File: config.mk
export PLATFORM = sky130hd
export DESIGN_NAME = ioPort
export DESIGN_NICKNAME = d
export VERILOG_FILES = /design/src/hdl/lsuPkg.sv /design/src/hdl/ioPort.sv
export SDC_FILE = /design/constraint.sdc
export NUM_CORES = 1
export LEC_CHECK = 0
export ABC_AREA = 1
export BUFFER_PORTS_ARGS = -buffer_cell sky130_fd_sc_hd__buf_4
export CAP_MARGIN = 20
export CORE_ASPECT_RATIO = 0.8
export CORE_MARGIN = 8
export CORE_UTILIZATION = 41
export DETAILED_ROUTE_END_ITERATION = 6
export PLACE_DENSITY_LB_ADDON = 0.3
export SYNTH_ARGS = -nofsm -noshare
export SYNTH_HDL_FRONTEND = slang
export SYNTH_SLANG_ARGS = --single-unit
export TNS_END_PERCENT = 5
File: constraint.sdc
create_clock -name clk -period 1.2 [get_ports clk]
set_input_delay 0.18 -clock clk [delete_from_list [all_inputs] [get_ports clk]]
set_output_delay 0.18 -clock clk [all_outputs]
set_load 0.01 [all_outputs]
File: src/hdl/lsuPkg.sv
package lsuPkg;

    // Sequence number width for sqN and storeSqN
    localparam int SQN_W = 7;

    localparam int SQ_ENTRIES = 8;
    localparam int SQ_IDX_W = $clog2(SQ_ENTRIES);

    // Covers retirement up to the memory write becoming readable
    localparam int RETIRED_DEPTH = 3;

    localparam int MEM_WORDS = 256;
    localparam int MEM_IDX_W = $clog2(MEM_WORDS);

    // Top address byte of the memory-mapped IO region
    localparam logic [7:0] IO_SELECT = 8'hFF;
    localparam int IO_BUSY_CYCLES = 3;
    localparam int IO_CNT_W = $clog2(IO_BUSY_CYCLES + 1);

    // One byte address, seen either as a RAM word or as an IO register
    typedef union packed {
        struct packed {
            logic [29:0] wordIdx;
            logic [1:0] byteOff;
        } mem;
        struct packed {
            logic [7:0] region;
            logic [21:0] ioReg;
            logic [1:0] byteOff;
        } io;
    } MemAddr;

endpackage

File: src/hdl/ioPort.sv
`timescale 1ns/1ps

module ioPort (
    input  logic clk,
    input  logic rst,
    input  logic wrValid,
    input  logic [31:0] wrAddr,
    input  logic [31:0] wrData,
    input  logic [3:0] wrWmask,
    output logic ioBusy,
    output logic [31:0] ioData
);

    lsuPkg::MemAddr wrA;
    logic ioWrite;
    logic [lsuPkg::IO_CNT_W-1:0] busyCnt;

    assign wrA = wrAddr;
    assign ioWrite = wrValid && (wrA.io.region == lsuPkg::IO_SELECT);
    assign ioBusy = busyCnt != '0;

    always_ff @(posedge clk) begin
        if (rst) begin
            busyCnt <= '0;
            ioData <= '0;
        end else if (ioWrite) begin
            busyCnt <= lsuPkg::IO_CNT_W'(lsuPkg::IO_BUSY_CYCLES);
            for (int b = 0; b < 4; b++) begin
                if (wrWmask[b])
                    ioData[8*b +: 8] <= wrData[8*b +: 8];
            end
        end else if (ioBusy) begin
            busyCnt <= busyCnt - 1'b1;
        end
    end

    noWriteWhileBusy: assert property (@(posedge clk) disable iff (rst)
        ioWrite |-> !ioBusy)
        else $error("IO write arrived while the port was busy");

endmodule

# --- After elaboration in Yosys (flattened, before gate mapping) ---
# Cells that the tools add are included.
classes:
  n_mux: 2
  eq_ne: 1
  reduce_logical: 7
  add_sub_neg: 1
op_table:
  columns: ["operator", "count"]
  rows:
  - ["$eq A8 B8 Y1 const B", 1]
  - ["$reduce_and A2 Y1", 4]
  - ["$mux W2", 2]
  - ["$reduce_bool A2 Y1", 2]
  - ["$sub A2 B1 Y2 const B", 1]
  - ["$logic_and A1 B1 Y1", 1]
totals:
  out_inout_bits: 33
  inputBits: 71
  word_cells: 16
  reg_bits: 34

# --- Logic depth before layout (Yosys ltp) ---
depth:
  ltp_word: 3
  mapped_depth: 7
  mapped_depth_nobuf: 6

# --- Least setup slack after synthesis ---
# Ideal clock, no wire load.
synth_path:
  path_kind: "register -> register"
  from: "reg busyCnt[0] (netlist bit)"
  to: "reg busyCnt[1] (netlist bit)"
  stages_incl_launch_ff: 7
  synth_period_minus_slack_ps: 986
  path_slack_ps: 214
  required_time_ps: 1081
  setup_ps: 119
  arrival_ps: 867
  path_cell_list: "dfxtp_1 -> inv_1 -> ha_1 -> inv_1 -> nand2_1 -> o21ai_0 -> a21oi_1"
synth_lines:
  columns: ["item", "line", "source"]
  rows:
  - ["from (decl)", "ioPort.sv:16", "logic [lsuPkg::IO_CNT_W-1:0] busyCnt;"]
  - ["from (signal assigned)", "ioPort.sv:27", "busyCnt <= lsuPkg::IO_CNT_W'(lsuPkg::IO_BUSY_CYCLES);"]
  - ["from (signal assigned)", "ioPort.sv:33", "busyCnt <= busyCnt - 1'b1;"]
  - ["$reduce_bool A2 Y1", "ioPort.sv:20", "assign ioBusy = busyCnt != '0;"]
  - ["via ioBusy", "ioPort.sv:10", "output logic ioBusy,"]
  - ["$reduce_bool A2 Y1 (no line)", null, null]
# The timed path passes the listed nets, and every way through them passes these cells. The select of a mux whose other input is x is not followed.
# A chain may end at the register's enable or synchronous reset.

# --- Final worst setup path ---
layout_path:
  from: "reg busyCnt[0] (netlist bit)"
  to: "out ioBusy"
layout_between:
  elab_chain_len: 1
layout_lines:
  columns: ["item", "line"]
  rows:
  - ["$reduce_bool A2 Y1", "ioPort.sv:20"]
  - ["to (decl)", "ioPort.sv:10"]
# Every way passes these cells.

==> reports/metrics.csv <==
stage,metric,value,unit
cells_and_area,synthToLayoutAreaGrowth,46.9,%
pwr,leakagePower,1.33,nW
timing,skew,0.000383,ns
global_route,track_usage,12.2,%
cells_and_area,nNetsFinal,379,
worst_hold_path,hold_path_class,primary input to flip-flop,
timing,max_freq,0.869,GHz
cells_and_area,num_antenna_cells,0,
floorplan,dieWidth,84.8,um
pwr,power_density,1080,nW/um^2
global_route,grt_max_degree,19,
floorplan,fp.dieH,71.1,um
logic_synthesis,yosys.area_share.simple,40.8,%
pwr,p_int,1.88,mW
floorplan,io_pins,104,
pwr,max-vdd-ir-drop,701,uV
worst_setup_path,start_kind,flip-flop,
detailed_routing,dr.first_iter.drc_count,56,
placement,dpl.hpwl,2850,um
worst_setup_path,startpoint,busyCnt[0],
worst_setup_path,arrival,0.97,ns
worst_setup_path,crit_type,flip-flop to output port,
logic_synthesis,ys_seq_area_share,43.8,%
detailed_routing,routed_wl,3650,um
logic_synthesis,synth_xor_area_share,0.564,%
timing,fin_ws,0.0496,ns
cts,clkSinkCount,34,
global_route,antenna_found_initial,0,
logic_synthesis,synth_mux_area_share,0,%
detailed_routing,firstDrtPassIters,4,
placement,io_buffers,79,
cts,cts_tree,done,
cells_and_area,fillCellCount,370,
cells_and_area,layout-drive-gt1-share,34.4,%
detailed_routing,post_drt_wl_per_cell,10.4,um
timing,hold_ws,0.0541,ns
pwr,total_power,2.47,mW
timing,drv_slew,0,
floorplan,core,3730,sq um
timing,fin_setup_tns,0,ns
logic_synthesis,ys_ff_latch,34,
timing,hold_violations,0,
global_route,grt_pass1_wl,5950,um
placement,place_ws,0.0428,ns
detailed_routing,post-route-drc-count,0,
floorplan,start_util,41.7,%
cts,clockRootBuffer,clkbuf_8,
pwr,switchingPower,0.587,mW
timing,relSlewSlack,84.1,%
logic_synthesis,synth.distinct_cells,15,
detailed_routing,vias_per_cell,4.17,
timing,setup_viol,0,
logic_synthesis,synth_fa_ha_area_share,0.805,%
global_route,grt-ovfl-total,0,
worst_setup_path,crit_path_end_kind,output port,
pwr,switching_share,23.8,%
placement,gp_congestion,0.698,
job,maxCapViolCount,0,
detailed_routing,antenna_left,0,
cts,cts_hold_buf,0,
detailed_routing,vias,1467,
logic_synthesis,synthCells,224,
cells_and_area,layout_common_cells,"buf_4, nand2_1, nor2_1, inv_1, dfxtp_1",
floorplan,dieArea,6030,sq um
placement,place_area,2160,sq um
cts,path_clk_slew,0.07,ns
logic_synthesis,synth_top_family_by_area,simple AND/OR/NAND/NOR gates,
logic_synthesis,syn_nets,296,
worst_hold_path,hold_path_startpoint,rst,
cells_and_area,design_area,2280,sq um
pwr,clock_power_share,34.4,%
timing,fin_crit_sh,95.9,%
status,status,completed,
pwr,p_comb_share,17.8,%
worst_setup_path,r2r-start,busyCnt[0],
logic_synthesis,synthesis.area,1550,sq um
pwr,p_seq_share,47.8,%
floorplan,rows,20,
cts,cts_made_buffers,5,
logic_synthesis,synth_compound_area_share,0.966,%
cts,clk_latency,0.28,ns
timing,layout_min_cycle_time,1.15,ns
logic_synthesis,postSynthAreaPerCell,6.94,sq um
cells_and_area,layout_commonest_cell,buf_4,
timing,tightest_slew,0.238,ns
worst_setup_path,path_max_fanout,2,
cts,clk_path_buf_depth,2,
timing,grt_setup_unrepaired,no,
logic_synthesis,synth_warnings,0,
cts,htree_levels,2,
worst_setup_path,required,1.02,ns
global_route,grt_pass1_vias,1359,
[sequential cells by signal (all words and copies together), names as in the netlist]
signal   cells
busyCnt      2
ioData      32
[per-stage QoR]
| step | utilization, % | cells |
|---|---|---|
| 2_1_floorplan | - | 224 |
| 3_3_place_gp | 57.9 | 342 |
| 3_5_place_dp | 57.9 | 342 |
| 4_1_cts | 60.6 | 351 |
| 5_1_grt | 61.2 | 352 |
| 6_report | 61.2 | 352 |
[synthesized netlist by cell type]
cell type  instances  area (sq um)
o21ai_0            1          5.00
nand2_2            2          12.5
ha_1               1          12.5
buf_2              3          15.0
buf_6              4          45.0
inv_2              2          7.51
xor2_1             1          8.76
nand4_4            4          85.1
nand2_1           67           251
a21oi_1            2          10.0
nand3_1            1          5.00
inv_1             36           135
nor2_8             2          40.0
nor2_1            64           240
dfxtp_1           34           681
[path summary, 6_finish.rpt]
| check | endpoint | slack [ns] | depth (start not counted) |
|---|---|---|---|
| hold / removal | busyCnt[0] | 0.05 | 2 |
| setup reg to reg | busyCnt[1] | 0.18 | 7 |
| setup / recovery | ioBusy | 0.05 | 4 |
| hold reg to reg | ioData[12] | 0.51 | 4 |
[timing repair]
| action | 4_1_cts | 5_1_grt |
|---|---|---|
| setup endpoints to repair | 1 | 1 |
| gates resized for setup | 3 | 5 |
| endpoints found under the hold margin | 0 | 0 |
| pin swaps | 1 | 1 |
| buffers inserted | 1 | 1 |
[power groups by stage]
stage	logic [mW]	clock network, mW	registers (mW)
6_report	0.440	0.851	1.18
5_1_grt	0.491	0.937	1.18
4_1_cts	0.372	0.889	1.17
3_5_place_dp	0.335	0	1.20
3_3_place_gp	0.328	0	1.19
2_1_floorplan	0.157	0	1.19
[critical path, stage by stage (launching register included)]
cell and delay, ns:
dfxtp_2 0.34, inv_2 0.04, ha_4 0.15, inv_2 0.06, buf_6 0.10
[area by class of cell]
cell class | instances | area (sq um) | area share (%)
Sequential cell | 34 | 683 | 29.9
Multi-Input combinational cell | 145 | 683 | 29.9
Timing Repair Buffer | 83 | 627 | 27.5
Inverter | 38 | 143 | 6.25
Clock buffer | 7 | 86.3 | 3.78
Tap cell | 44 | 55.1 | 2.41
Clock inverter | 1 | 5.00 | 0.219
[metal layers]
layer	share of wire, %	GRT usage (%)	vias up
li1	-	-	808
met1	41	11.9	611
met2	48	20.9	44
met3	10	6.60	4
met4	1.1	5.91	0
met5	0	0	-
[kinds of logic after synthesis]
logic type / Yosys count
flops: 34
compound gates: 3
xor+xnor: 1
simple gates: 140
buf+inv: 45
fa+ha+maj: 1
Power figures use the tool's default switching activity.
