`src/hdl/loadMerge.sv`:
```
`timescale 1ns/1ps

module loadMerge (
    input  logic clk,
    input  logic rst,
    input  logic ldPending,
    input  logic [31:0] readData,
    input  logic [31:0] fwdData,
    input  logic [3:0] fwdMask,
    output logic ldResultValid,
    output logic [31:0] ldResultData
);

    logic [31:0] merged;

    // Forwarded store bytes take priority over the RAM word
    always_comb begin
        for (int b = 0; b < 4; b++) begin
            if (fwdMask[b])
                merged[8*b +: 8] = fwdData[8*b +: 8];
            else
                merged[8*b +: 8] = readData[8*b +: 8];
        end
    end

    always_ff @(posedge clk) begin
        if (rst)
            ldResultValid <= 1'b0;
        else
            ldResultValid <= ldPending;
    end

    always_ff @(posedge clk) begin
        ldResultData <= merged;
    end

    // Store queue only forwards for a live load
    fwdOnlyForLoad: assert property (@(posedge clk) disable iff (rst)
        !ldPending |-> fwdMask == '0)
        else $error("forwarding mask set with no load pending");

endmodule

```
`config.mk`:
```
export PLATFORM = sky130hd
export DESIGN_NAME = loadMerge
export DESIGN_NICKNAME = d
export VERILOG_FILES = /design/src/hdl/loadMerge.sv
export SDC_FILE = /design/constraint.sdc
export NUM_CORES = 1
export LEC_CHECK = 0
export ABC_AREA = 1
export BUFFER_PORTS_ARGS = -buffer_cell sky130_fd_sc_hd__buf_4
export CAP_MARGIN = 25
export CORE_MARGIN = 2
export CORE_UTILIZATION = 38
export DETAILED_ROUTE_END_ITERATION = 16
export GPL_TIMING_DRIVEN = 0
export PLACE_DENSITY = 0.83
export SYNTH_ARGS = -nofsm -noshare
export SYNTH_HDL_FRONTEND = slang
export SYNTH_SLANG_ARGS = --single-unit
```
`constraint.sdc`:
```
create_clock -name clk -period 0.8 [get_ports clk]
set_clock_uncertainty 0.1 [all_clocks]
set_input_delay 0.08 -clock clk [delete_from_list [all_inputs] [get_ports clk]]
set_output_delay 0.08 -clock clk [all_outputs]
set_load 0.1 [all_outputs]
```
==> results of run 1 <==
## cells in the mapped netlist
cell type / number / share of area
dfxtp_1: 33 / 0.61
buf_6: 4 / 0.041
nand2_1: 96 / 0.33
nor2_1: 1 / 0.0034
inv_1: 1 / 0.0034
inv_2: 4 / 0.014
## cell families after synthesis
| kind of cell | Yosys count |
|---|---|
| buf+inv | 9 |
| simple gates | 97 |
| flops | 33 |
## through the flow
| step | area (um^2) | std cells | hold slack [ns] | util |
|---|---|---|---|---|
| after detailed placement | 1990 | 269 | 0.132 | 0.730 |
| after global placement | 1990 | 269 | 0.127 | 0.730 |
| after floorplan | 1210 | 139 | 0.0416 | - |
==> impl_metrics.env, run 1 <==
export IMPL_status="did not finish"
export IMPL_haltStage="clock tree synthesis"
export IMPL_stop_error="[ERROR DPL-0038] Utilization greater than 100%, impossible to legalize"
export IMPL_ys_seq_area_frac=0.607
export IMPL_numCtsBuffers=5
export IMPL_synth_compound_area_frac=0
export IMPL_rows=19
export IMPL_htree_num_levels=2
export IMPL_hold_buffers=66
export IMPL_ios=104
export IMPL_synth_fa_ha_area_frac=0
export IMPL_avgSynthCellArea_um2=7.83
export IMPL_cts_root_buf="clkbuf_4"
export IMPL_cts_setup_buffers=0
export IMPL_gp_congestion=0.793
export IMPL_dp_hpwl_um=2450
export IMPL_synth_nets=210
export IMPL_synth_cells=139
export IMPL_synth_top_family_by_area="simple AND/OR/NAND/NOR gates"
export IMPL_synth_simple_area_share=0.334
export IMPL_port_buffers=99
export IMPL_synth_xor_area_frac=0
export IMPL_yosysUniqueCellTypes=6
export IMPL_synthesis_area_um2=1090
export IMPL_clockBufferDepth=2
export IMPL_synth_seq_cells=33
export IMPL_pre_cts_slack_ns=0.0183
export IMPL_synthMuxAreaShare=0
export IMPL_die_w_um=57.5
export IMPL_ys_warn_count=0
export IMPL_die_y_um=57.5
export IMPL_cts_resized=99
export IMPL_cts_sinks=33
export IMPL_initial_core_util=0.398
==> run 2: changes to the inputs <==
--- a/config.mk
+++ b/config.mk
@@ -8,11 +8,11 @@
 export ABC_AREA = 1
 export BUFFER_PORTS_ARGS = -buffer_cell sky130_fd_sc_hd__buf_4
 export CAP_MARGIN = 25
-export CORE_MARGIN = 2
-export CORE_UTILIZATION = 38
+export CORE_AREA = 2 2 63 65
 export DETAILED_ROUTE_END_ITERATION = 16
+export DIE_AREA = 0 0 65 67
 export GPL_TIMING_DRIVEN = 0
-export PLACE_DENSITY = 0.83
+export PLACE_DENSITY_LB_ADDON = 0.15
 export SYNTH_ARGS = -nofsm -noshare
 export SYNTH_HDL_FRONTEND = slang
 export SYNTH_SLANG_ARGS = --single-unit
==> impl_metrics.env, run 2 <==
export IMPL_gr_total_overflow=0
export IMPL_grt_max_degree=10
export IMPL_yosysTopAreaCell="dfxtp_1"
export IMPL_drv_slew=0
export IMPL_vdd_drop_max_uv=1220
export IMPL_slowest_delay_ns=0.36
export IMPL_arrival_ns=0.81
export IMPL_synth_cells=139
export IMPL_clkTransAtPathRegs_ns=0.06
export IMPL_drc_errors=0
export IMPL_nNetsFinal=382
export IMPL_num_vias=1535
export IMPL_worstMarginPinSlew_ns=0.164
export IMPL_power_density_nw_per_um2=1620
export IMPL_largest_register="ldResultData"
export IMPL_ys_top_cells_by_count="nand2_1, dfxtp_1, buf_6, inv_2"
export IMPL_cts_sinks=33
export IMPL_total_power_mw=5.28
export IMPL_setup_violations=36
export IMPL_ys_async_sr_fraction=0
export IMPL_cp_start_kind="flop"
export IMPL_drv_cap=0
export IMPL_grt_antenna_before_repair=0
export IMPL_setup_tns_ns=-5.71
export IMPL_vias_per_cell=4.28
export IMPL_ios=104
export IMPL_reg_top3="ldResultData (32), ldResultValid (1)"
export IMPL_rows=22
export IMPL_initial_core_util=0.302
export IMPL_dr_pass1_iters=4
export IMPL_numCtsBuffers=5
export IMPL_cts_root_buf="clkbuf_8"
export IMPL_drt_wl_total_um=4980
export IMPL_required_ns=0.62
export IMPL_path_buf_inv=1
export IMPL_critPathTopFamily="flip-flops"
export IMPL_rsz0062_at_grt="true"
export IMPL_min_period_ns=0.989
export IMPL_ant_nets=0
export IMPL_nFillCells=151
export IMPL_whs_ns=-0.0629
export IMPL_ys_seq_area_frac=0.607
export IMPL_dp_hpwl_um=2280
export IMPL_final_area_um2=3260
export IMPL_final_common_cell="nand2_1"
export IMPL_htree_num_levels=2
export IMPL_synth_seq_cells=33
export IMPL_status="complete, but fails checks"
export IMPL_final_hold_violation_count=31
export IMPL_netlist_top_cells_area="dfxtp_1, nand2_1, buf_6, inv_2, inv_1"
export IMPL_cts_tree="built"
export IMPL_layout_common_cells="nand2_1, buf_4, dlygate4sd3_1"
export IMPL_dpl_cell_area_um2=2020
export IMPL_synth_nets=210
export IMPL_ys_warn_count=0
export IMPL_cp_cell_sequence="buf_12"
export IMPL_yosysUniqueCellTypes=6
export IMPL_antenna_cells=0
export IMPL_clock_fmax_mhz=1010
export IMPL_port_buffers=99
export IMPL_cts_setup_buffers=0
export IMPL_syn2layout_area_growth_pct=199
export IMPL_dieArea_um2=4360
export IMPL_p_leak_nw=1.79
export IMPL_place_inst=286
export IMPL_avgSynthCellArea_um2=7.83
export IMPL_cp_max_fo=1
export IMPL_drive_above_1_share=0.498
export IMPL_stdcell_count=359
export IMPL_slew_headroom=0.891
export IMPL_grt_pass1_vias=1718
export IMPL_path_class="flop to output pin"
export IMPL_synth_top_area_frac=0.607
export IMPL_synth_edff_count=0
export IMPL_yosysMostFrequentCell="nand2_1"
export IMPL_drtIter0Drc=65
export IMPL_largest_reg_flops=32
export IMPL_wl_per_cell_um=13.9
export IMPL_synthesis_area_um2=1090
export IMPL_slowest_stage="dfxtp_4"
export IMPL_critPathCaptureType="output pin"
export IMPL_gp_congestion=0.679
export IMPL_post_route_period_util=1.24
export IMPL_hold_buffers=66
export IMPL_yosys_most_used_dff="dfxtp_1"
export IMPL_grt_first_pass_wirelength_um=7810
export IMPL_grtUsageTotal=0.244
export IMPL_clockBufferDepth=2
export IMPL_die_y_um=67
export IMPL_die_w_um=65
export IMPL_min_path_type="input pin to flop"
export IMPL_violations="negative hold slack, negative setup slack"
export IMPL_core_area_um2=3610
export IMPL_setup_ws_ns=-0.189
-- run 2: cell counts after synthesis --
Identical to the previous run, type by type.
-- run 2: cells by family after synthesis --
kind of cell / after synthesis / synth area share
simple gates: 97 / 0.334
flops: 33 / 0.607
buf+inv: 9 / 0.0586
-- run 2: timing repair --
item,in CTS,in global routing
pin swaps,0,4
hold endpoints to repair,33,31
setup endpoints to repair,33,55
resized for setup,99,36
-- run 2: layer usage --
layer / track usage / part of all wire / vias to the layer above / wire [um]
met3: 0.0963 / 0.078 / 21 / 389
met5: 0 / 0 / - / 0
met2: 0.461 / 0.54 / 88 / 2710
met1: 0.215 / 0.34 / 674 / 1690
li1: - / - / 752 / -
met4: 0.152 / 0.038 / 0 / 190
-- run 2: area by class of cell --
class                           instances  area, um^2  share of cell area
Multi-Input combinational cell         97         392               0.120
Sequential cell                        33         785               0.241
Buffer                                  4        45.0              0.0138
Tap cell                               48        60.1              0.0184
Inverter                                5        18.8             0.00576
Timing Repair Buffer                  165        1880               0.577
Clock inverter                          1        3.75             0.00115
Clock buffer                            6        72.6              0.0223
-- run 2: worst min-delay path, stage by stage --
cell and delay, ns:
buf_6 0.11, nand2_1 0.06, nand2_1 0.04
-- run 2: report_power, final --
group	switching, mW	total, mW	leakage (nW)	internal, mW
Combinational	1.28	2.29	1.46	1.01
Clock	0.536	1.12	0.0387	0.585
Sequential	0.110	1.87	0.292	1.76
Total	1.92	5.28	1.79	3.36
-- run 2: worst paths after layout --
path | startpoint | to | slack (ns) | depth (start not counted)
setup / recovery | ldResultData[3] | ldResultData[3] | -0.19 | 1
hold / removal | fwdMask[2] | ldResultData[22] | -0.06 | 3
-- run 2: metrics by stage --
step	hold WS (ns)	util	setup slack, ns
after floorplan	0.0416	-	0.116
after global placement	0.128	0.559	0.0250
after detailed placement	0.128	0.559	0.0223
after CTS	-0.0719	0.878	-0.187
after global routing	-0.0580	0.903	-0.220
final	-0.0629	0.903	-0.189
Power figures use the tool's default switching activity.
==> run 3: changes to the inputs <==
--- a/config.mk
+++ b/config.mk
@@ -12,6 +12,7 @@
 export DETAILED_ROUTE_END_ITERATION = 16
 export DIE_AREA = 0 0 65 67
 export GPL_TIMING_DRIVEN = 0
+export MAX_ROUTING_LAYER = met4
 export PLACE_DENSITY_LB_ADDON = 0.15
 export SYNTH_ARGS = -nofsm -noshare
 export SYNTH_HDL_FRONTEND = slang
==> impl_metrics.env, run 3 (synthesis results as in run 2) <==
export IMPL_drc_errors=0
export IMPL_clkTransAtPathRegs_ns=0.06
export IMPL_die_w_um=65
export IMPL_initial_core_util=0.302
export IMPL_critPathCaptureType="output pin"
export IMPL_vias_per_cell=4.25
export IMPL_arrival_ns=0.81
export IMPL_p_leak_nw=1.77
export IMPL_slowest_stage="dfxtp_4"
export IMPL_dp_hpwl_um=2280
export IMPL_critPathTopFamily="flip-flops"
export IMPL_cts_root_buf="clkbuf_8"
export IMPL_hold_buffers=66
export IMPL_hold_depth=3
export IMPL_grt_first_pass_wirelength_um=7800
export IMPL_clockBufferDepth=2
export IMPL_drv_cap=0
export IMPL_drtIter0Drc=85
export IMPL_violations="negative hold slack, negative setup slack"
export IMPL_p_switching_mw=1.92
export IMPL_rows=22
export IMPL_path_buf_inv=1
export IMPL_hold_end="ldResultData[17]"
export IMPL_die_y_um=67
export IMPL_regArea_um2=785
export IMPL_slew_headroom=0.890
export IMPL_cp_start_kind="flop"
export IMPL_rsz0062_at_grt="true"
export IMPL_pre_cts_slack_ns=0.0223
export IMPL_hp_start="fwdMask[2]"
export IMPL_setup_tns_ns=-5.69
export IMPL_setup_violations=37
export IMPL_gr_total_overflow=0
export IMPL_layout_common_cells="nand2_1, buf_4, dlygate4sd3_1"
export IMPL_drive_above_1_share=0.498
export IMPL_reg_top3="ldResultData (32), ldResultValid (1)"
export IMPL_largest_register="ldResultData"
export IMPL_final_common_cell="nand2_1"
export IMPL_status="complete, but fails checks"
export IMPL_wl_per_cell_um=14.0
export IMPL_min_path_type="input pin to flop"
export IMPL_ant_nets=0
export IMPL_numCtsBuffers=5
export IMPL_swShare=0.363
export IMPL_drt_wl_total_um=5030
export IMPL_nNetsFinal=382
export IMPL_stdcell_count=359
export IMPL_grt_pass1_vias=1721
export IMPL_antenna_cells=0
export IMPL_num_vias=1525
export IMPL_vdd_drop_max_uv=1210
export IMPL_setup_ws_ns=-0.187
export IMPL_whs_ns=-0.0637
export IMPL_place_inst=286
export IMPL_seq_power_share=0.355
export IMPL_clock_fmax_mhz=1010
export IMPL_path_class="flop to output pin"
export IMPL_gp_congestion=0.686
export IMPL_cts_sinks=33
export IMPL_syn2layout_area_growth_pct=199
export IMPL_grtUsageTotal=0.252
export IMPL_grt_max_degree=10
export IMPL_cp_cell_sequence="buf_12"
export IMPL_clockPowerShare=0.211
export IMPL_required_ns=0.62
export IMPL_total_power_mw=5.27
export IMPL_min_period_ns=0.987
export IMPL_cts_tree="built"
export IMPL_slowest_delay_ns=0.36
export IMPL_grt_antenna_before_repair=0
export IMPL_core_area_um2=3610
export IMPL_power_density_nw_per_um2=1620
export IMPL_cp_max_fo=1
export IMPL_final_hold_violation_count=31
export IMPL_htree_num_levels=2
export IMPL_port_buffers=99
export IMPL_largest_reg_flops=32
export IMPL_crit_start="ldResultData[3]"
export IMPL_internal_power_mw=3.36
export IMPL_post_route_period_util=1.23
export IMPL_dr_pass1_iters=7
export IMPL_nFillCells=151
export IMPL_worstMarginPinSlew_ns=0.165
export IMPL_multiInputGateArea_um2=392
export IMPL_dieArea_um2=4360
export IMPL_drv_slew=0
export IMPL_p_comb_frac=0.433
export IMPL_ios=104
## run 3: worst min-delay path, delay by kind of cell
kind                   cells  cell delay, ns
buffers and inverters      1            0.11
AND/OR/NAND/NOR            2            0.10
## run 3: stage by stage
stage	utilization	cell area, um^2
6_report	0.901	3250
3_3_place_gp	0.559	2020
2_1_floorplan	-	1210
3_5_place_dp	0.559	2020
4_1_cts	0.878	3170
5_1_grt	0.901	3250
## run 3: repair_timing
action,4_1_cts,5_1_grt
setup endpoints to repair,33,54
gates resized for setup,99,34
pin swaps,0,3
endpoints found under the hold margin,33,31
buffers inserted,0,0
## run 3: metal layers
layer / GRT usage / share of wire / vias up
met2: 0.461 / 0.53 / 90
met3: 0.0912 / 0.072 / 23
li1: - / - / 751
met5: - / 0 / -
met1: 0.221 / 0.35 / 661
met4: 0.152 / 0.042 / 0
## run 3: how the worst max path moves through the flow
stage	depth (start not counted)	end
after detailed placement	1	ldResultData[0]
after global placement	1	ldResultData[19]
final	1	ldResultData[3]
after CTS	1	ldResultData[0]
after global routing	1	ldResultData[3]
after floorplan	0	ldResultData[0]
## run 3: power groups by stage
stage          combinational (mW)  sequential, mW  clock [mW]
2_1_floorplan               0.163            2.80           0
3_3_place_gp                 1.60            1.83           0
3_5_place_dp                 1.61            1.83           0
4_1_cts                      2.20            1.87        1.16
5_1_grt                      2.36            1.89        1.27
6_report                     2.29            1.87        1.11
## run 3: area by class of cell
cell class | instances | area share
sequential | 33 | 0.241
tap | 48 | 0.0185
inverter | 5 | 0.00577
buffer | 4 | 0.0139
timing repair buffer | 165 | 0.577
multi-input combinational | 97 | 0.120
clock buffer | 6 | 0.0223
clock inverter | 1 | 0.00115
